## src/logic/scan_pkg.sv

```systemverilog
package scan_pkg;

    // character and window geometry
    localparam int CHAR_WIDTH = 8;
    localparam int LANES = 4;
    localparam int LANE_ID_BITS = 2;

    // memory word geometry
    localparam int WORD_WIDTH = 64;
    localparam int CHARS_PER_WORD = 8;
    localparam int WORD_OFFSET_BITS = 3;

    // one memory word, seen as single characters for refills
    // or as two aligned windows for the first load
    typedef union packed {
        logic [CHARS_PER_WORD-1:0][CHAR_WIDTH-1:0] chars;
        logic [WORD_WIDTH/(LANES*CHAR_WIDTH)-1:0][LANES-1:0][CHAR_WIDTH-1:0] windows;
    } mem_word_u;

    // what the loader writes into a window slot
    typedef struct packed {
        logic [CHAR_WIDTH-1:0] ch;
        // character lies inside the string
        logic valid;
        // character sits at or past end_ptr
        logic end_of_s;
    } lane_slot_t;

    // per slot verdict, only meaningful for the slot under judgement
    typedef struct packed {
        logic hit;
        logic at_end;
    } lane_status_t;

    typedef enum logic [2:0] {
        IDLE,
        FETCH_FIRST,
        EXE,
        FETCH_WORD,
        FETCH_BUFFER,
        DONE_ACCEPT,
        DONE_REJECT,
        ERROR
    } scan_state_e;

endpackage
```

## src/logic/regex_scan_top.sv

```systemverilog
`timescale 1ns/1ps

module regex_scan_top #(
    parameter int MEMORY_ADDR_WIDTH = 11,
    parameter int PTR_WIDTH = 32
) (
    input  logic                             clk,
    input  logic                             rst,
    input  logic                             valid,
    output logic                             ready,
    input  logic [PTR_WIDTH-1:0]             start_ptr,
    input  logic [PTR_WIDTH-1:0]             end_ptr,
    // compared live by the lanes, held by the requester until done
    input  logic [scan_pkg::CHAR_WIDTH-1:0]  target,
    output logic                             memory_valid,
    output logic [MEMORY_ADDR_WIDTH-1:0]     memory_addr,
    input  logic                             memory_ready,
    input  scan_pkg::mem_word_u              memory_data,
    output logic                             done,
    output logic                             accept,
    output logic                             error,
    output logic [PTR_WIDTH-1:0]             match_pos
);
    import scan_pkg::*;

    logic load_first;
    logic advance;
    logic req_first;
    logic need_word;
    logic word_granted;
    logic found;
    logic at_end;
    logic [PTR_WIDTH-1:0] cur_ptr;
    logic [LANES-1:0] lane_we;
    logic [LANES-1:0] first_sel;
    lane_slot_t lane_slot [LANES];
    lane_status_t lane_status [LANES];

    scan_controller #(
        .PTR_WIDTH (PTR_WIDTH)
    ) u_ctrl (
        .clk          (clk),
        .rst          (rst),
        .valid        (valid),
        .start_ptr    (start_ptr),
        .memory_ready (memory_ready),
        .need_word    (need_word),
        .word_granted (word_granted),
        .found        (found),
        .at_end       (at_end),
        .ready        (ready),
        .load_first   (load_first),
        .advance      (advance),
        .req_first    (req_first),
        .done         (done),
        .accept       (accept),
        .error        (error)
    );

    window_loader #(
        .MEMORY_ADDR_WIDTH (MEMORY_ADDR_WIDTH),
        .PTR_WIDTH         (PTR_WIDTH)
    ) u_loader (
        .clk          (clk),
        .rst          (rst),
        .start_ptr    (start_ptr),
        .end_ptr      (end_ptr),
        .req_first    (req_first),
        .load_first   (load_first),
        .advance      (advance),
        .memory_ready (memory_ready),
        .memory_data  (memory_data),
        .memory_valid (memory_valid),
        .memory_addr  (memory_addr),
        .need_word    (need_word),
        .word_granted (word_granted),
        .cur_ptr      (cur_ptr),
        .lane_we      (lane_we),
        .lane_slot    (lane_slot),
        .first_sel    (first_sel)
    );

    // one slot per window character, flushed on completion
    for (genvar i = 0; i < LANES; i++)
    begin : g_lane
        char_lane u_lane (
            .clk      (clk),
            .rst      (rst),
            .flush    (done),
            .we       (lane_we[i]),
            .slot_in  (lane_slot[i]),
            .is_first (first_sel[i]),
            .target   (target),
            .status   (lane_status[i])
        );
    end

    match_reducer #(
        .PTR_WIDTH (PTR_WIDTH)
    ) u_reduce (
        .clk         (clk),
        .rst         (rst),
        .lane_status (lane_status),
        .cur_ptr     (cur_ptr),
        .found       (found),
        .at_end      (at_end),
        .match_pos   (match_pos)
    );

endmodule

```

## src/logic/scan_controller.sv

```systemverilog
`timescale 1ns/1ps

module scan_controller #(
    parameter int PTR_WIDTH = 32
) (
    input  logic                  clk,
    input  logic                  rst,
    input  logic                  valid,
    input  logic [PTR_WIDTH-1:0]  start_ptr,
    input  logic                  memory_ready,
    input  logic                  need_word,
    input  logic                  word_granted,
    input  logic                  found,
    input  logic                  at_end,
    output logic                  ready,
    output logic                  load_first,
    output logic                  advance,
    output logic                  req_first,
    output logic                  done,
    output logic                  accept,
    output logic                  error
);
    import scan_pkg::*;

    scan_state_e state;
    scan_state_e next_state;
    logic aligned;

    // window loads in one piece only from a lane 0 start
    assign aligned = (start_ptr[LANE_ID_BITS-1:0] == '0);

    always_ff @(posedge clk)
    begin
        if (rst)
        begin
            state <= IDLE;
        end
        else
        begin
            state <= next_state;
        end
    end

    assign ready = (state == IDLE) & memory_ready;
    assign req_first = (state == IDLE) & valid & aligned;
    assign load_first = (state == FETCH_FIRST);
    // step on when nothing decided and the next character is reachable
    assign advance = (state == EXE) & !found & !at_end & (!need_word | word_granted);
    assign done = (state == DONE_ACCEPT) | (state == DONE_REJECT);
    assign accept = (state == DONE_ACCEPT);
    assign error = (state == ERROR);

    always_comb
    begin
        next_state = state;
        case (state)
            IDLE:
            begin
                if (valid && !aligned)
                begin
                    next_state = ERROR;
                end
                else if (valid && memory_ready)
                begin
                    next_state = FETCH_FIRST;
                end
            end
            FETCH_FIRST:
            begin
                next_state = EXE;
            end
            EXE:
            begin
                // hit beats end, end beats stepping on
                if (found)
                begin
                    next_state = DONE_ACCEPT;
                end
                else if (at_end)
                begin
                    next_state = DONE_REJECT;
                end
                else if (advance)
                begin
                    next_state = need_word ? FETCH_WORD : FETCH_BUFFER;
                end
            end
            FETCH_WORD, FETCH_BUFFER:
            begin
                next_state = EXE;
            end
            DONE_ACCEPT, DONE_REJECT:
            begin
                next_state = IDLE;
            end
            ERROR:
            begin
                // held until reset
                next_state = ERROR;
            end
            default:
            begin
                next_state = IDLE;
            end
        endcase
    end

    // once in ERROR the FSM stays there and never reports done
    a_done_not_error: assert property (@(posedge clk) disable iff (rst)
        error |=> (error && !done));
    // accept only follows a hit judged in the cycle before
    a_accept_with_done: assert property (@(posedge clk) disable iff (rst)
        accept |-> (done && $past(found)));

endmodule

```

## src/logic/match_reducer.sv

```systemverilog
`timescale 1ns/1ps

module match_reducer #(
    parameter int PTR_WIDTH = 32
) (
    input  logic                    clk,
    input  logic                    rst,
    input  scan_pkg::lane_status_t  lane_status [scan_pkg::LANES],
    input  logic [PTR_WIDTH-1:0]    cur_ptr,
    output logic                    found,
    output logic                    at_end,
    output logic [PTR_WIDTH-1:0]    match_pos
);
    import scan_pkg::*;

    logic [LANES-1:0] hits;
    logic [LANES-1:0] ends;

    always_comb
    begin
        for (int i = 0; i < LANES; i++)
        begin
            hits[i] = lane_status[i].hit;
            ends[i] = lane_status[i].at_end;
        end
    end

    assign found = |hits;
    assign at_end = |ends;

    // cur_ptr names the judged character, so it is the match position
    always_ff @(posedge clk)
    begin
        if (rst)
        begin
            match_pos <= '0;
        end
        else if (found)
        begin
            match_pos <= cur_ptr;
        end
    end

    // one-hot first_sel across the lanes keeps hits exclusive
    a_single_hit: assert property (@(posedge clk) disable iff (rst) $onehot0(hits));

endmodule

```

## src/logic/char_lane.sv

```systemverilog
`timescale 1ns/1ps

module char_lane (
    input  logic                             clk,
    input  logic                             rst,
    input  logic                             flush,
    input  logic                             we,
    input  scan_pkg::lane_slot_t             slot_in,
    input  logic                             is_first,
    input  logic [scan_pkg::CHAR_WIDTH-1:0]  target,
    output scan_pkg::lane_status_t           status
);
    import scan_pkg::*;

    lane_slot_t slot_q;

    // slot is emptied after every completed scan
    always_ff @(posedge clk)
    begin
        if (rst || flush)
        begin
            slot_q <= '0;
        end
        else if (we)
        begin
            slot_q <= slot_in;
        end
    end

    // only the slot under judgement may report
    // characters past end_ptr are never valid, so they cannot hit
    assign status.hit = slot_q.valid & is_first & (slot_q.ch == target);
    assign status.at_end = is_first & slot_q.end_of_s;

endmodule

```

## src/logic/window_loader.sv

```systemverilog
`timescale 1ns/1ps

module window_loader #(
    parameter int MEMORY_ADDR_WIDTH = 11,
    parameter int PTR_WIDTH = 32
) (
    input  logic                               clk,
    input  logic                               rst,
    input  logic [PTR_WIDTH-1:0]               start_ptr,
    input  logic [PTR_WIDTH-1:0]               end_ptr,
    input  logic                               req_first,
    input  logic                               load_first,
    input  logic                               advance,
    input  logic                               memory_ready,
    input  scan_pkg::mem_word_u                memory_data,
    output logic                               memory_valid,
    output logic [MEMORY_ADDR_WIDTH-1:0]       memory_addr,
    output logic                               need_word,
    output logic                               word_granted,
    output logic [PTR_WIDTH-1:0]               cur_ptr,
    output logic [scan_pkg::LANES-1:0]         lane_we,
    output scan_pkg::lane_slot_t               lane_slot [scan_pkg::LANES],
    output logic [scan_pkg::LANES-1:0]         first_sel
);
    import scan_pkg::*;

    // request bounds, captured while IDLE offers a request
    logic [PTR_WIDTH-1:0] start_q;
    logic [PTR_WIDTH-1:0] end_q;
    // read-ahead pointer, next character to be written into the window
    logic [PTR_WIDTH-1:0] rd_ptr;
    mem_word_u buffer;
    // a refill is due this cycle, and whether it comes from memory
    logic pend;
    logic pend_word;
    mem_word_u src_word;
    logic [CHAR_WIDTH-1:0] new_char;

    always_ff @(posedge clk)
    begin
        if (req_first)
        begin
            start_q <= start_ptr;
            end_q <= end_ptr;
        end
    end

    // next character opens a new word when its offset wraps to zero
    assign need_word = (rd_ptr[WORD_OFFSET_BITS-1:0] == '0);
    assign word_granted = need_word & memory_ready;

    // first word in IDLE, then one word read per crossed word boundary
    assign memory_valid = req_first | (advance & need_word);
    assign memory_addr = req_first ? start_ptr[WORD_OFFSET_BITS +: MEMORY_ADDR_WIDTH]
                                   : rd_ptr[WORD_OFFSET_BITS +: MEMORY_ADDR_WIDTH];

    always_ff @(posedge clk)
    begin
        if (rst)
        begin
            rd_ptr <= '0;
            cur_ptr <= '0;
            first_sel <= '0;
            pend <= 1'b0;
            pend_word <= 1'b0;
        end
        else
        begin
            pend <= advance;
            pend_word <= advance & need_word;
            if (load_first)
            begin
                // aligned start always lands on lane 0
                cur_ptr <= start_q;
                rd_ptr <= start_q + PTR_WIDTH'(LANES);
                first_sel <= {{(LANES-1){1'b0}}, 1'b1};
            end
            else
            begin
                if (advance)
                begin
                    cur_ptr <= cur_ptr + 1'b1;
                    first_sel <= {first_sel[LANES-2:0], first_sel[LANES-1]};
                end
                if (pend)
                begin
                    rd_ptr <= rd_ptr + 1'b1;
                end
            end
        end
    end

    // the buffer tracks the word that rd_ptr currently reads from
    always_ff @(posedge clk)
    begin
        if (load_first || pend_word)
        begin
            buffer <= memory_data;
        end
    end

    // fresh word straight from memory, else the buffered one
    assign src_word = pend_word ? memory_data : buffer;
    assign new_char = src_word.chars[rd_ptr[WORD_OFFSET_BITS-1:0]];

    always_comb
    begin
        logic [PTR_WIDTH-1:0] slot_ptr;
        for (int i = 0; i < LANES; i++)
        begin
            if (load_first)
            begin
                slot_ptr = start_q + PTR_WIDTH'(i);
                lane_slot[i].ch = memory_data.windows[start_q[WORD_OFFSET_BITS-1]][i];
            end
            else
            begin
                slot_ptr = rd_ptr;
                lane_slot[i].ch = new_char;
            end
            lane_slot[i].valid = (slot_ptr < end_q);
            lane_slot[i].end_of_s = !(slot_ptr < end_q);
        end
    end

    // whole window on the first load, then the lane freed by the last advance
    always_comb
    begin
        lane_we = '0;
        if (load_first)
        begin
            lane_we = '1;
        end
        else if (pend)
        begin
            lane_we[rd_ptr[LANE_ID_BITS-1:0]] = 1'b1;
        end
    end

    // refill must land behind the rotated judgement point
    a_refill_not_judged: assert property (@(posedge clk) disable iff (rst)
        pend |-> ((lane_we & first_sel) == '0));

endmodule

```

## config.mk

```make
export PLATFORM = sky130hd
export DESIGN_NAME = regex_scan_top
export DESIGN_NICKNAME = d
export VERILOG_FILES = /design/src/logic/scan_pkg.sv /design/src/logic/regex_scan_top.sv /design/src/logic/scan_controller.sv /design/src/logic/match_reducer.sv /design/src/logic/char_lane.sv /design/src/logic/window_loader.sv
export SDC_FILE = /design/constraint.sdc
export NUM_CORES = 1
export LEC_CHECK = 0
export BUFFER_PORTS_ARGS = -buffer_cell sky130_fd_sc_hd__buf_4
export CAP_MARGIN = 0
export CELL_PAD_IN_SITES_DETAIL_PLACEMENT = 0
export CELL_PAD_IN_SITES_GLOBAL_PLACEMENT = 1
export CORE_MARGIN = 8
export CORE_UTILIZATION = 45
export DETAILED_ROUTE_END_ITERATION = 10
export PLACE_DENSITY = 0.79
export SYNTH_ARGS = -nofsm -noshare
export SYNTH_HDL_FRONTEND = slang
export SYNTH_SLANG_ARGS = --single-unit
```

## constraint.sdc

```tcl
create_clock -name clk -period 4.6 [get_ports clk]
set_input_delay 0.23 -clock clk [delete_from_list [all_inputs] [get_ports clk]]
set_output_delay 0.23 -clock clk [all_outputs]
set_load 0.02 [all_outputs]
```

**Word level (Yosys, flattened, before mapping)**

Index checks and enable logic that the tools add are counted.

- Output and inout bits: 48
- Input bits: 140
- Register bits: 273
- Logic and storage cells: 128

- Reduce and logical (&&, ||, !) cells: 24
- Mux-type cells: 31
- Bitwise logic cells: 23
- Order comparisons: 8
- Add/sub/neg operators: 6
- Equal/unequal tests: 13

Operator list:

| cell | count |
|---|---|
| $mux 32 | 10 |
| $lt 32x32->1 | 4 |
| $add 32x1->32 const B | 3 |
| $add 32x2->32 const B | 2 |
| $mux 64 | 1 |
| $mux 8 | 5 |
| $add 32x3->32 const B | 1 |
| $eq 8x8->1 | 4 |
| $bmux 8 s3 | 1 |
| $and 1x1->1 | 20 |
| $mux 3 | 6 |
| $pmux 3 s5 | 1 |
| $eq 3x3->1 const B | 4 |
| $mux 11 | 1 |
| $logic_not 1->1 | 8 |
| $mux 4 | 2 |
| $reduce_or 4->1 | 2 |
| $eq 3x2->1 const B | 2 |
| $logic_not 3->1 | 2 |
| $lt 3x4->1 const B | 1 |
| $ne 4x1->1 const B | 1 |
| $reduce_bool 2->1 | 2 |
| $reduce_or 2->1 | 2 |
| $eq 3x1->1 const B | 1 |
| 12 further kinds | 19 |

**Depth between registers and ports, before layout**

Gate-level depths: netlist of run 1.

- Depth in word-level cells: 11
- Depth in mapped cells: 18
- Mapped depth without buffers: 17

**By module**

A second synthesis of run 1 with hierarchy kept.

- Cell total of the unflattened synthesis: 1871
- Area, all modules: 18332.6 µm²

By module, submodules not included:

| module | area an instance (µm²) | seq. area each (µm²) | cells an instance | instances |
|---|---|---|---|---|
| window_loader | 14752.9 | 5245.0 | 1511 | 1 |
| char_lane | 465.4 | 200.2 | 46 | 4 |
| match_reducer | 1453.9 | 640.6 | 141 | 1 |
| scan_controller | 264.0 | 60.1 | 35 | 1 |

**Worst setup path before layout of run 1**

No wires, ideal clock.

- Path type: register -> register
- Start: register u_ctrl.state[0]
- End: register g_lane[2].u_lane.slot_q[0] (netlist name)
- Buffers on the path: 5
- Required time: 4.485 ns
- Setup slack: 1.073 ns
- Cell stages (with the launch flop): 16
- Arrival: 3.411 ns
- Period minus slack after synthesis: 3.527 ns
- Path through: dfxtp_1 -> clkbuf_1 -> nor3b_1 -> buf_2 -> clkbuf_1 -> clkbuf_1 -> clkbuf_1 -> a21oi_1 -> ha_1 -> a21o_1 -> a21o_1 -> a221oi_1 -> nor3_1 -> o2111ai_1 -> a21oi_1 -> and3_1

- Cells in the longest elaborated chain, start to end: 4
- Elaborated cells on any way between the ends: 9
- Those cells by class: order compare: 1; eq/ne: 3; mux: 2; bitwise: 1; reduce/logical: 2

RTL lines:

| element | line | RTL |
|---|---|---|
| start, declared | scan_controller.sv:25 | `scan_state_e state;` |
| start signal, assigned | scan_controller.sv:40 | `state <= next_state;` |
| $eq 3x1->1 | scan_controller.sv:46 | `assign load_first = (state == FETCH_FIRST);` |
| $mux 32 | window_loader.sv:111 | `if (load_first)` |
| $lt 32x32->1 | window_loader.sv:122 | `lane_slot[i].end_of_s = !(slot_ptr < end_q);` |
| $logic_not 1->1 | window_loader.sv:122 |  |
| end signal, assigned | char_lane.sv:26 | `slot_q <= slot_in;` |
| end, declared | char_lane.sv:15 | `lane_slot_t slot_q;` |

Several ways; a longest one is shown, not always the timed one.
A chain may end at the register's enable or synchronous reset.

**Worst setup path after layout of run 1**

- Start: register u_loader.start_q[2]
- End: register g_lane[1].u_lane.slot_q[1] (netlist name)

- Cells in the longest elaborated chain, start to end: 3

RTL lines:

| element | line | RTL |
|---|---|---|
| start, declared | window_loader.sv:28 | `logic [PTR_WIDTH-1:0] start_q;` |
| start signal, assigned | window_loader.sv:43 | `start_q <= start_ptr;` |
| $add 32x1->32 | window_loader.sv:113 | `slot_ptr = start_q + PTR_WIDTH'(i);` |
| $mux 32 | window_loader.sv:111 |  |
| $lt 32x32->1 | window_loader.sv:121 | `lane_slot[i].valid = (slot_ptr < end_q);` |
| end signal, assigned | char_lane.sv:26 |  |
| end, declared | char_lane.sv:15 |  |

No other way between the ends.

==> metrics.md, run 1 <==
| Metric | Value |
|---|---|
| Library cell used as clock root buffer | `sky130_fd_sc_hd__clkbuf_16` |
| Largest delay contributor family on the critical path | `simple AND/OR/NAND/NOR gates` |
| Area enclosed by the die boundary | `47260 sq um` |
| Area overhead of the layout relative to synthesis | `23.69%` |
| Hold crit path type | `in2reg` |
| Maximum achievable frequency | `around 240 MHz` |
| Largest buffer count on any clock path | `3` |
| Die boundary width | `217.4 um` |
| Total Routing Usage GR | `0.2493` |
| Critical-path top delay cell | `sky130_fd_sc_hd__nor2_1` |
| CTS tree | `yes` |
| Buf/Inv on CP | `1` |
| Transition at the pin with the smallest max-transition slack | `1.142 ns` |
| Max-cap viol count | `0` |
| Number of buffers created by CTS | `35` |
| Lkg Pwr | `8.904 nW` |
| Number of ports placed on the die boundary | `about 190` |
| Maximum number of pins on one net before global-route repair | `108` |
| Highest ir drop seen on vdd | `0.0005544 V` |
| Global-route wire length before repair | `roughly 94000 um` |
| Layout cells sized above 1 | `0.1768` |
| Post-route clock period utilization | `0.9183` |
| Fin Setup TNS | `0 ns` |
| Register area share after synthesis | `0.3696` |
| Net count after synthesis | `around 2300` |
| Number of search-and-repair iterations in the first detailed-routing pass | `5` |
| Area share of the largest cell type after synthesis | `0.2106` |
| Finished Core Util | `0.5657` |
| Final setup viols | `0` |
| Wire per inst | `21.16 um` |
| Number of DRC violations after detailed-routing iteration 0 | `between 1000 and 1500` |
| Cell types with the highest counts after synthesis | `sky130_fd_sc_hd__nand2_1, sky130_fd_sc_hd__a21oi_1, sky130_fd_sc_hd__nor2_1` |
| Req. time, crit path | `5.04 ns` |
| Final estimated routing congestion in global placement | `0.9223` |
| # port buffers | `187` |
| Number of hold violations in the final report | `0` |
| Critical Path Max Stage Delay | `0.54 ns` |
| P per Cell Area | `approximately 550 nW/um^2` |
| Total count of max-transition violations in the final report | `0` |
| Cells along the critical path | `buf_4, ha_1, and3_1, nor2b_1, nand3_1, nor2_1, nand2_1, xor2_1, a21oi_1, ha_1, nand3_1, nor4_1, o21ai_0, nand4_1, a41o_1, a31oi_1` |
| Category of the worst setup path capture point | `flip-flop` |
| Max-Slew Margin vs Limit | `0.2369` |
| Number of levels the H-tree was split into | `2` |
| Effective utilization at floorplan | `0.4573` |
| Post-synthesis instance area | `18250 sq um` |
| EDFF count, synth | `128` |
| Largest clock skew in the final design | `between 0.02 and 0.03 ns` |
| Detailed Route WL | `59760 um` |
| Avg Cell Area, Syn | `between 9 and 10 sq um` |
| Post-CTS clock slew at the launch and capture registers of the worst setup and hold paths | `0.06 ns` |
| Cell with the most instances after synthesis | `sky130_fd_sc_hd__nand2_1` |
| Result of the run | `finished clean` |
| Clock net sink count | `273` |
| Predominant post-synthesis flop cell | `sky130_fd_sc_hd__dfxtp_1` |
| Worst setup timing slack at the placement stage | `between 0.4 and 0.5 ns` |
| Worst EP arrival | `approximately 4.7 ns` |
| Synth area leaders | `sky130_fd_sc_hd__edfxtp_1, sky130_fd_sc_hd__dfxtp_1, sky130_fd_sc_hd__ha_1, sky130_fd_sc_hd__nand2_1, sky130_fd_sc_hd__mux4_2` |
| Total of warnings raised by yosys | `0` |
| Leading area contributor after synthesis | `sky130_fd_sc_hd__edfxtp_1` |
| Clock insertion delay at the later pin of the skew report | `0.56 ns` |
| RSZ-0062 raised after global routing | `false` |
| Critical path class | `reg2reg` |
| Number of global-route vias before repair | `16410` |
| Row Count | `73` |
| Register bit count reported by yosys | `273` |
| Unique cell type count in the Yosys netlist | `69` |
| Total via count in the routed design | `16100` |
| Critical path peak fanout | `13` |
| Clock period minus final worst setup slack | `roughly 4.2 ns` |
| Cells after Synth | `2010` |
| Core Area | `39910 sq um` |
| Vias per inst | `5.700` |
| Detailed placement HPWL | `43250 um` |
| Count of cells resized by post-cts repair | `0` |
| Number of antenna violations at the first check in global routing | `2` |
| Post-layout nets | `about 2500` |
| Async S/R FF share, synth | `0` |
| Total grt overflow | `0` |
| Die H | `roughly 220 um` |
| Final antenna-violating net count | `0` |
| Critical path launch point type | `flip-flop` |
| Final setup margin | `0.3758 ns` |
| Number of remaining DRC errors | `0` |
==> flip-flops by register name (all words and copies together), names as in the netlist <==
register              cells
u_loader.pend_word        1
u_loader.pend             1
u_loader.cur_ptr         32
u_loader.buffer          64
u_ctrl.state              3
u_loader.start_q         32
u_loader.rd_ptr          32
u_loader.end_q           32
g_lane.u_lane.slot_q     40
u_loader.first_sel        4
u_reduce.match_pos       32
==> area by class of cell <==
type | count | area (sq um)
diodes | 2 | 5.005
clock buffers | 50 | 983.4
clock inverters | 14 | 162.7
fillers | 3505 | 17340
inverters | 44 | 165.2
multi-input cells | 1550 | 10760
flip-flops and latches | 273 | 6748
well taps | 525 | 656.9
repair buffers | 366 | 3095
==> final timing paths <==
kind / slack [ns] / depth (start not counted) / startpoint / to
setup / recovery: 0.38 / 16 / u_loader.start_q[2]$_DFFE_PP_ / g_lane[1].u_lane.slot_q[1]$_SDFFE_PP0P_
hold / removal: 0.06 / 3 / memory_ready / u_ctrl.state[0]$_SDFFE_PP0P_
setup reg to reg: 0.38 / 16 / u_loader.start_q[2]$_DFFE_PP_ / g_lane[1].u_lane.slot_q[1]$_SDFFE_PP0P_
hold reg to reg: 0.45 / 2 / u_reduce.match_pos[15]$_SDFFE_PP0P_ / u_reduce.match_pos[15]$_SDFFE_PP0P_
==> metrics by stage <==
step           instances  instance area [sq um]  hold WS, ns  power (mW)
6_report            2824                  22580      0.06397       12.35
5_1_grt             2823                  22580      0.09221       13.27
4_1_cts             2821                  22570      0.02820       12.38
3_5_place_dp        2628                  20130       0.4093       9.499
3_3_place_gp        2628                  20130       0.4087       9.385
2_1_floorplan       2010                  18250       0.3289       7.728
==> cells in the final DEF (no fill, tap or decap), drive strengths merged, types with 38 or more instances in the layout <==
| cell type | instances |
|---|---|
| inv | 45 |
| nor2 | 147 |
| dlygate4sd3 | 129 |
| dfxtp | 145 |
| xnor2 | 83 |
| edfxtp | 128 |
| mux2 | 43 |
| mux4 | 40 |
| a211oi | 47 |
| nand4 | 40 |
| nor3 | 38 |
| clkbuf | 50 |
| nand2 | 262 |
| buf | 237 |
| ha | 134 |
| nand3 | 90 |
| a21oi | 168 |
| xor2 | 99 |
| o21ai | 102 |
==> logic make-up after synthesis <==
kind of cell,Yosys count,share of synthesized area
fa+ha+maj,134,0.09185
flops,273,0.3696
compound gates,406,0.1320
xor+xnor,182,0.08733
mux,91,0.08027
buf+inv,187,0.04222
simple gates,737,0.1967
==> per-layer routing <==
layer	up-vias	global-route usage	wire (um)	share of wire
met3	80	0.05548	3675	0.061
li1	7807	-	-	-
met5	-	0	0	0
met4	0	0.07484	1414	0.024
met2	485	0.4261	28930	0.48
met1	7725	0.3113	25750	0.43
==> worst reg2reg max path: stages, from the launching register on <==
cell and delay, ns:
sky130_fd_sc_hd__edfxtp_1 0.36, sky130_fd_sc_hd__buf_4 0.25, sky130_fd_sc_hd__ha_1 0.28, sky130_fd_sc_hd__and3_1 0.29, sky130_fd_sc_hd__nor2b_1 0.22, sky130_fd_sc_hd__nand3_1 0.20, sky130_fd_sc_hd__nor2_1 0.54, sky130_fd_sc_hd__nand2_1 0.14
sky130_fd_sc_hd__xor2_1 0.17, sky130_fd_sc_hd__a21oi_1 0.09, sky130_fd_sc_hd__ha_1 0.32, sky130_fd_sc_hd__nand3_1 0.12, sky130_fd_sc_hd__nor4_1 0.53, sky130_fd_sc_hd__o21ai_0 0.18, sky130_fd_sc_hd__nand4_1 0.17, sky130_fd_sc_hd__a41o_1 0.17
sky130_fd_sc_hd__a31oi_1 0.09
==> repair_timing <==
action,4_1_cts,5_1_grt
buffers inserted,0,1
hold buffers,129,0
endpoints found under the setup margin,0,2
hold endpoints to repair,129,0
==> report_power, final <==
part / internal (mW) / switching, mW
registers: 3.25 / 0.574
clock network: 1.62 / 1.12
logic: 2.42 / 3.37
Power figures use the tool's default switching activity.
==> run 2, diff against run 1 <==
--- a/config.mk
+++ b/config.mk
@@ -7,12 +7,10 @@
 export LEC_CHECK = 0
 export BUFFER_PORTS_ARGS = -buffer_cell sky130_fd_sc_hd__buf_4
 export CAP_MARGIN = 0
-export CELL_PAD_IN_SITES_DETAIL_PLACEMENT = 0
-export CELL_PAD_IN_SITES_GLOBAL_PLACEMENT = 1
 export CORE_MARGIN = 8
 export CORE_UTILIZATION = 45
 export DETAILED_ROUTE_END_ITERATION = 10
-export PLACE_DENSITY = 0.79
+export PLACE_DENSITY = 0.64
 export SYNTH_ARGS = -nofsm -noshare
 export SYNTH_HDL_FRONTEND = slang
 export SYNTH_SLANG_ARGS = --single-unit
==> run 2 against run 1 <==
  * Highest routed layer unchanged
  * Utilization down 0.38 points
  * Critical path type unchanged
  * Fmax up 0.37%
  * Routed wire length down 1.3%
  * Largest power group unchanged
  * Sequential power about the same
==> metrics.md, run 2 (synthesis results as in run 1) <==
| Metric | Value |
|---|---|
| Area enclosed by the die boundary | `47260 sq um` |
| ANT cells | `0` |
| Maximum number of pins on one net before global-route repair | `roughly 120` |
| Register name with the most flops | `u_loader.buffer` |
| Die boundary width | `217.4 um` |
| Clock period minus final worst setup slack | `4.208 ns` |
| Hold crit path type | `in2reg` |
| Die H | `between 200 and 250 um` |
| Critical path peak fanout | `9` |
| Most Used Layer, Global Route | `met2` |
| Row Count | `73` |
| GR Layer Usage met2 | `0.3914` |
| Switching Share | `0.4130` |
| Max-Slew Margin vs Limit | `0.2391` |
| Clock net sink count | `273` |
| Detailed placement HPWL | `42850 um` |
| Effective utilization at floorplan | `0.4573` |
| Post-layout nets | `2535` |
| Number of remaining DRC errors | `0` |
| Power share of the sequential group | `0.315` |
| Number of buffers created by CTS | `31` |
| Post-CTS clock slew at the launch and capture registers of the worst setup and hold paths | `0.06 ns` |
| Max FFs per register | `64` |
| Number of hold violations in the final report | `0` |
| # port buffers | `between 150 and 200` |
| Final setup viols | `0` |
| Worst reg2reg endpoint | `g_lane[3].u_lane.slot_q[1]$_SDFFE_PP0P_` |
| Number of global-route vias before repair | `16040` |
| NetSw | `5.040 mW` |
| Total power of the final layout | `12.21 mW` |
| Number of buffers added for setup after CTS | `0` |
| Total Routing Usage GR | `0.2404` |
| Finished Core Util | `0.5619` |
| Number of antenna violations at the first check in global routing | `0` |
| Number of levels the H-tree was split into | `1` |
| Min-Delay Endpoint | `u_ctrl.state[0]$_SDFFE_PP0P_` |
| Largest clock skew in the final design | `0.009018 ns` |
| Highest ir drop seen on vdd | `0.0003438 V` |
| Detailed Route WL | `slightly below 60000 um` |
| Final estimated routing congestion in global placement | `roughly 0.97` |
| Power share of the clock group | `0.205` |
| Combinational group share of total power | `0.480` |
| P per Cell Area | `544.2 nW/um^2` |
| CTS tree | `yes` |
| Library cell used as clock root buffer | `sky130_fd_sc_hd__clkbuf_16` |
| Number of search-and-repair iterations in the first detailed-routing pass | `5` |
| Total grt overflow | `0` |
| Wire per inst | `~21 um` |
| Internal power of the cells | `roughly 7.2 mW` |
| Category of the worst setup path capture point | `flip-flop` |
| Commonest non-fill, non-tap cell in the layout | `sky130_fd_sc_hd__nand2_1` |
| Fin Setup TNS | `0 ns` |
| Critical hold path startpoint | `memory_ready` |
| Register-to-register setup slack | `roughly 0.4 ns` |
| Largest buffer count on any clock path | `3` |
| Area overhead of the layout relative to synthesis | `22.87%` |
| Placed Cells | `2624` |
| Core Area | `39910 sq um` |
| Hold Crit Depth | `3` |
| Reg-to-reg critical path startpoint | `u_loader.start_q[3]$_DFFE_PP_` |
| Number of ports placed on the die boundary | `188` |
| Global routing usage on met3 | `0.03981` |
| Number of DRC violations after detailed-routing iteration 0 | `about 1400` |
| Maximum achievable frequency | `237.6 MHz` |
| Req. time, crit path | `5.06 ns` |
| Critical path class | `reg2reg` |
| Post-route clock period utilization | `0.9149` |
| Total count of max-transition violations in the final report | `0` |
| Final antenna-violating net count | `0` |
| RSZ-0062 raised after global routing | `false` |
| Clock insertion delay at the later pin of the skew report | `0.59 ns` |
| Result of the run | `finished clean` |
| Critical path launch point type | `flip-flop` |
| Max-cap viol count | `0` |
| Transition at the pin with the smallest max-transition slack | `roughly 1.1 ns` |
| Vias per inst | `a little under 6` |
| Post-route insts no fill | `2811` |
| Leading cell types in the layout, fill and taps excluded | `sky130_fd_sc_hd__nand2_1, sky130_fd_sc_hd__buf_4, sky130_fd_sc_hd__a21oi_1` |
| Layout cells sized above 1 | `0.1737` |
| Largest registers | `u_loader.buffer x64, g_lane.u_lane.slot_q x40` |
| Global-route wire length before repair | `approximately 91000 um` |
| Total via count in the routed design | `16330` |
| Grt met1 use | `0.3315` |
| Worst EP arrival | `around 4.7 ns` |
| Register-to-Register Path Depth | `14` |
| Lkg Pwr | `just under 9 nW` |
run 2: changes by cell type in the layout (fill, tap and decap cells not counted), sizes merged:
cell,previous run,this run
diode,2,0
clkbuf,50,49
inv,45,46
clkinv,9,5
clkinvlp,2,0
buf,237,232
run 2: final cells by class:
| class | count | area, sq um |
|---|---|---|
| multi-input cells | 1550 | 10760 |
| fillers | 3541 | 17490 |
| clock buffers | 49 | 917.1 |
| well taps | 525 | 656.9 |
| clock inverters | 9 | 112.6 |
| inverters | 44 | 165.2 |
| repair buffers | 361 | 3070 |
| flip-flops and latches | 273 | 6748 |
run 2: worst max-delay path by stage:
stage                                              from                                      end  cells past startpoint
after global placement    u_loader.start_q[3]$_DFFE_PP_  g_lane[2].u_lane.slot_q[0]$_SDFFE_PP0P_                     16
after floorplan            u_ctrl.state[0]$_SDFFE_PP0P_  g_lane[2].u_lane.slot_q[0]$_SDFFE_PP0P_                     15
after global routing      u_loader.start_q[3]$_DFFE_PP_  g_lane[3].u_lane.slot_q[1]$_SDFFE_PP0P_                     15
final                     u_loader.start_q[3]$_DFFE_PP_  g_lane[3].u_lane.slot_q[1]$_SDFFE_PP0P_                     14
after detailed placement  u_loader.start_q[3]$_DFFE_PP_  g_lane[3].u_lane.slot_q[1]$_SDFFE_PP0P_                     15
after CTS                 u_loader.start_q[3]$_DFFE_PP_  g_lane[3].u_lane.slot_q[1]$_SDFFE_PP0P_                     15
run 2: routing by layer:
metal | part of all wire | wire, um | up-vias
li1 | - | - | 7787
met5 | 0 | 0 | -
met3 | 0.063 | 3724 | 83
met2 | 0.47 | 27490 | 550
met4 | 0.021 | 1261 | 0
met1 | 0.45 | 26500 | 7908
run 2: critical path, cell delays in order, from the launching register on:
cell and delay (ns):
sky130_fd_sc_hd__edfxtp_1 0.55, sky130_fd_sc_hd__ha_1 0.31, sky130_fd_sc_hd__and3_1 0.35, sky130_fd_sc_hd__nand3_2 0.23
sky130_fd_sc_hd__nor4_4 0.48, sky130_fd_sc_hd__nand3_1 0.17, sky130_fd_sc_hd__nor4_1 0.37, sky130_fd_sc_hd__xnor2_1 0.16
sky130_fd_sc_hd__a21oi_1 0.09, sky130_fd_sc_hd__ha_1 0.33, sky130_fd_sc_hd__nand3_1 0.12, sky130_fd_sc_hd__or4_1 0.56
sky130_fd_sc_hd__nand4_1 0.11, sky130_fd_sc_hd__a41o_1 0.15, sky130_fd_sc_hd__a31oi_1 0.09
run 2: what timing repair did:
item,4_1_cts,5_1_grt
endpoints found under the hold margin,129,0
gates resized for setup,0,0
hold buffers,129,0
run 2: power groups by stage:
stage,registers [mW],logic [mW],clock network [mW]
2_1_floorplan,3.61,4.11,0
3_3_place_gp,3.85,5.55,0
3_5_place_dp,3.88,5.67,0
4_1_cts,3.83,5.80,2.55
5_1_grt,3.92,6.49,2.64
6_report,3.85,5.86,2.50
run 2: through the flow:
step,setup slack [ns],hold slack (ns),cell area [sq um]
6_report,0.3916,0.05817,22430
5_1_grt,0.01445,0.05698,22430
4_1_cts,0.3993,0.03466,22430
3_5_place_dp,0.4299,0.4094,20110
3_3_place_gp,0.6532,0.4079,20110
2_1_floorplan,1.073,0.3289,18250
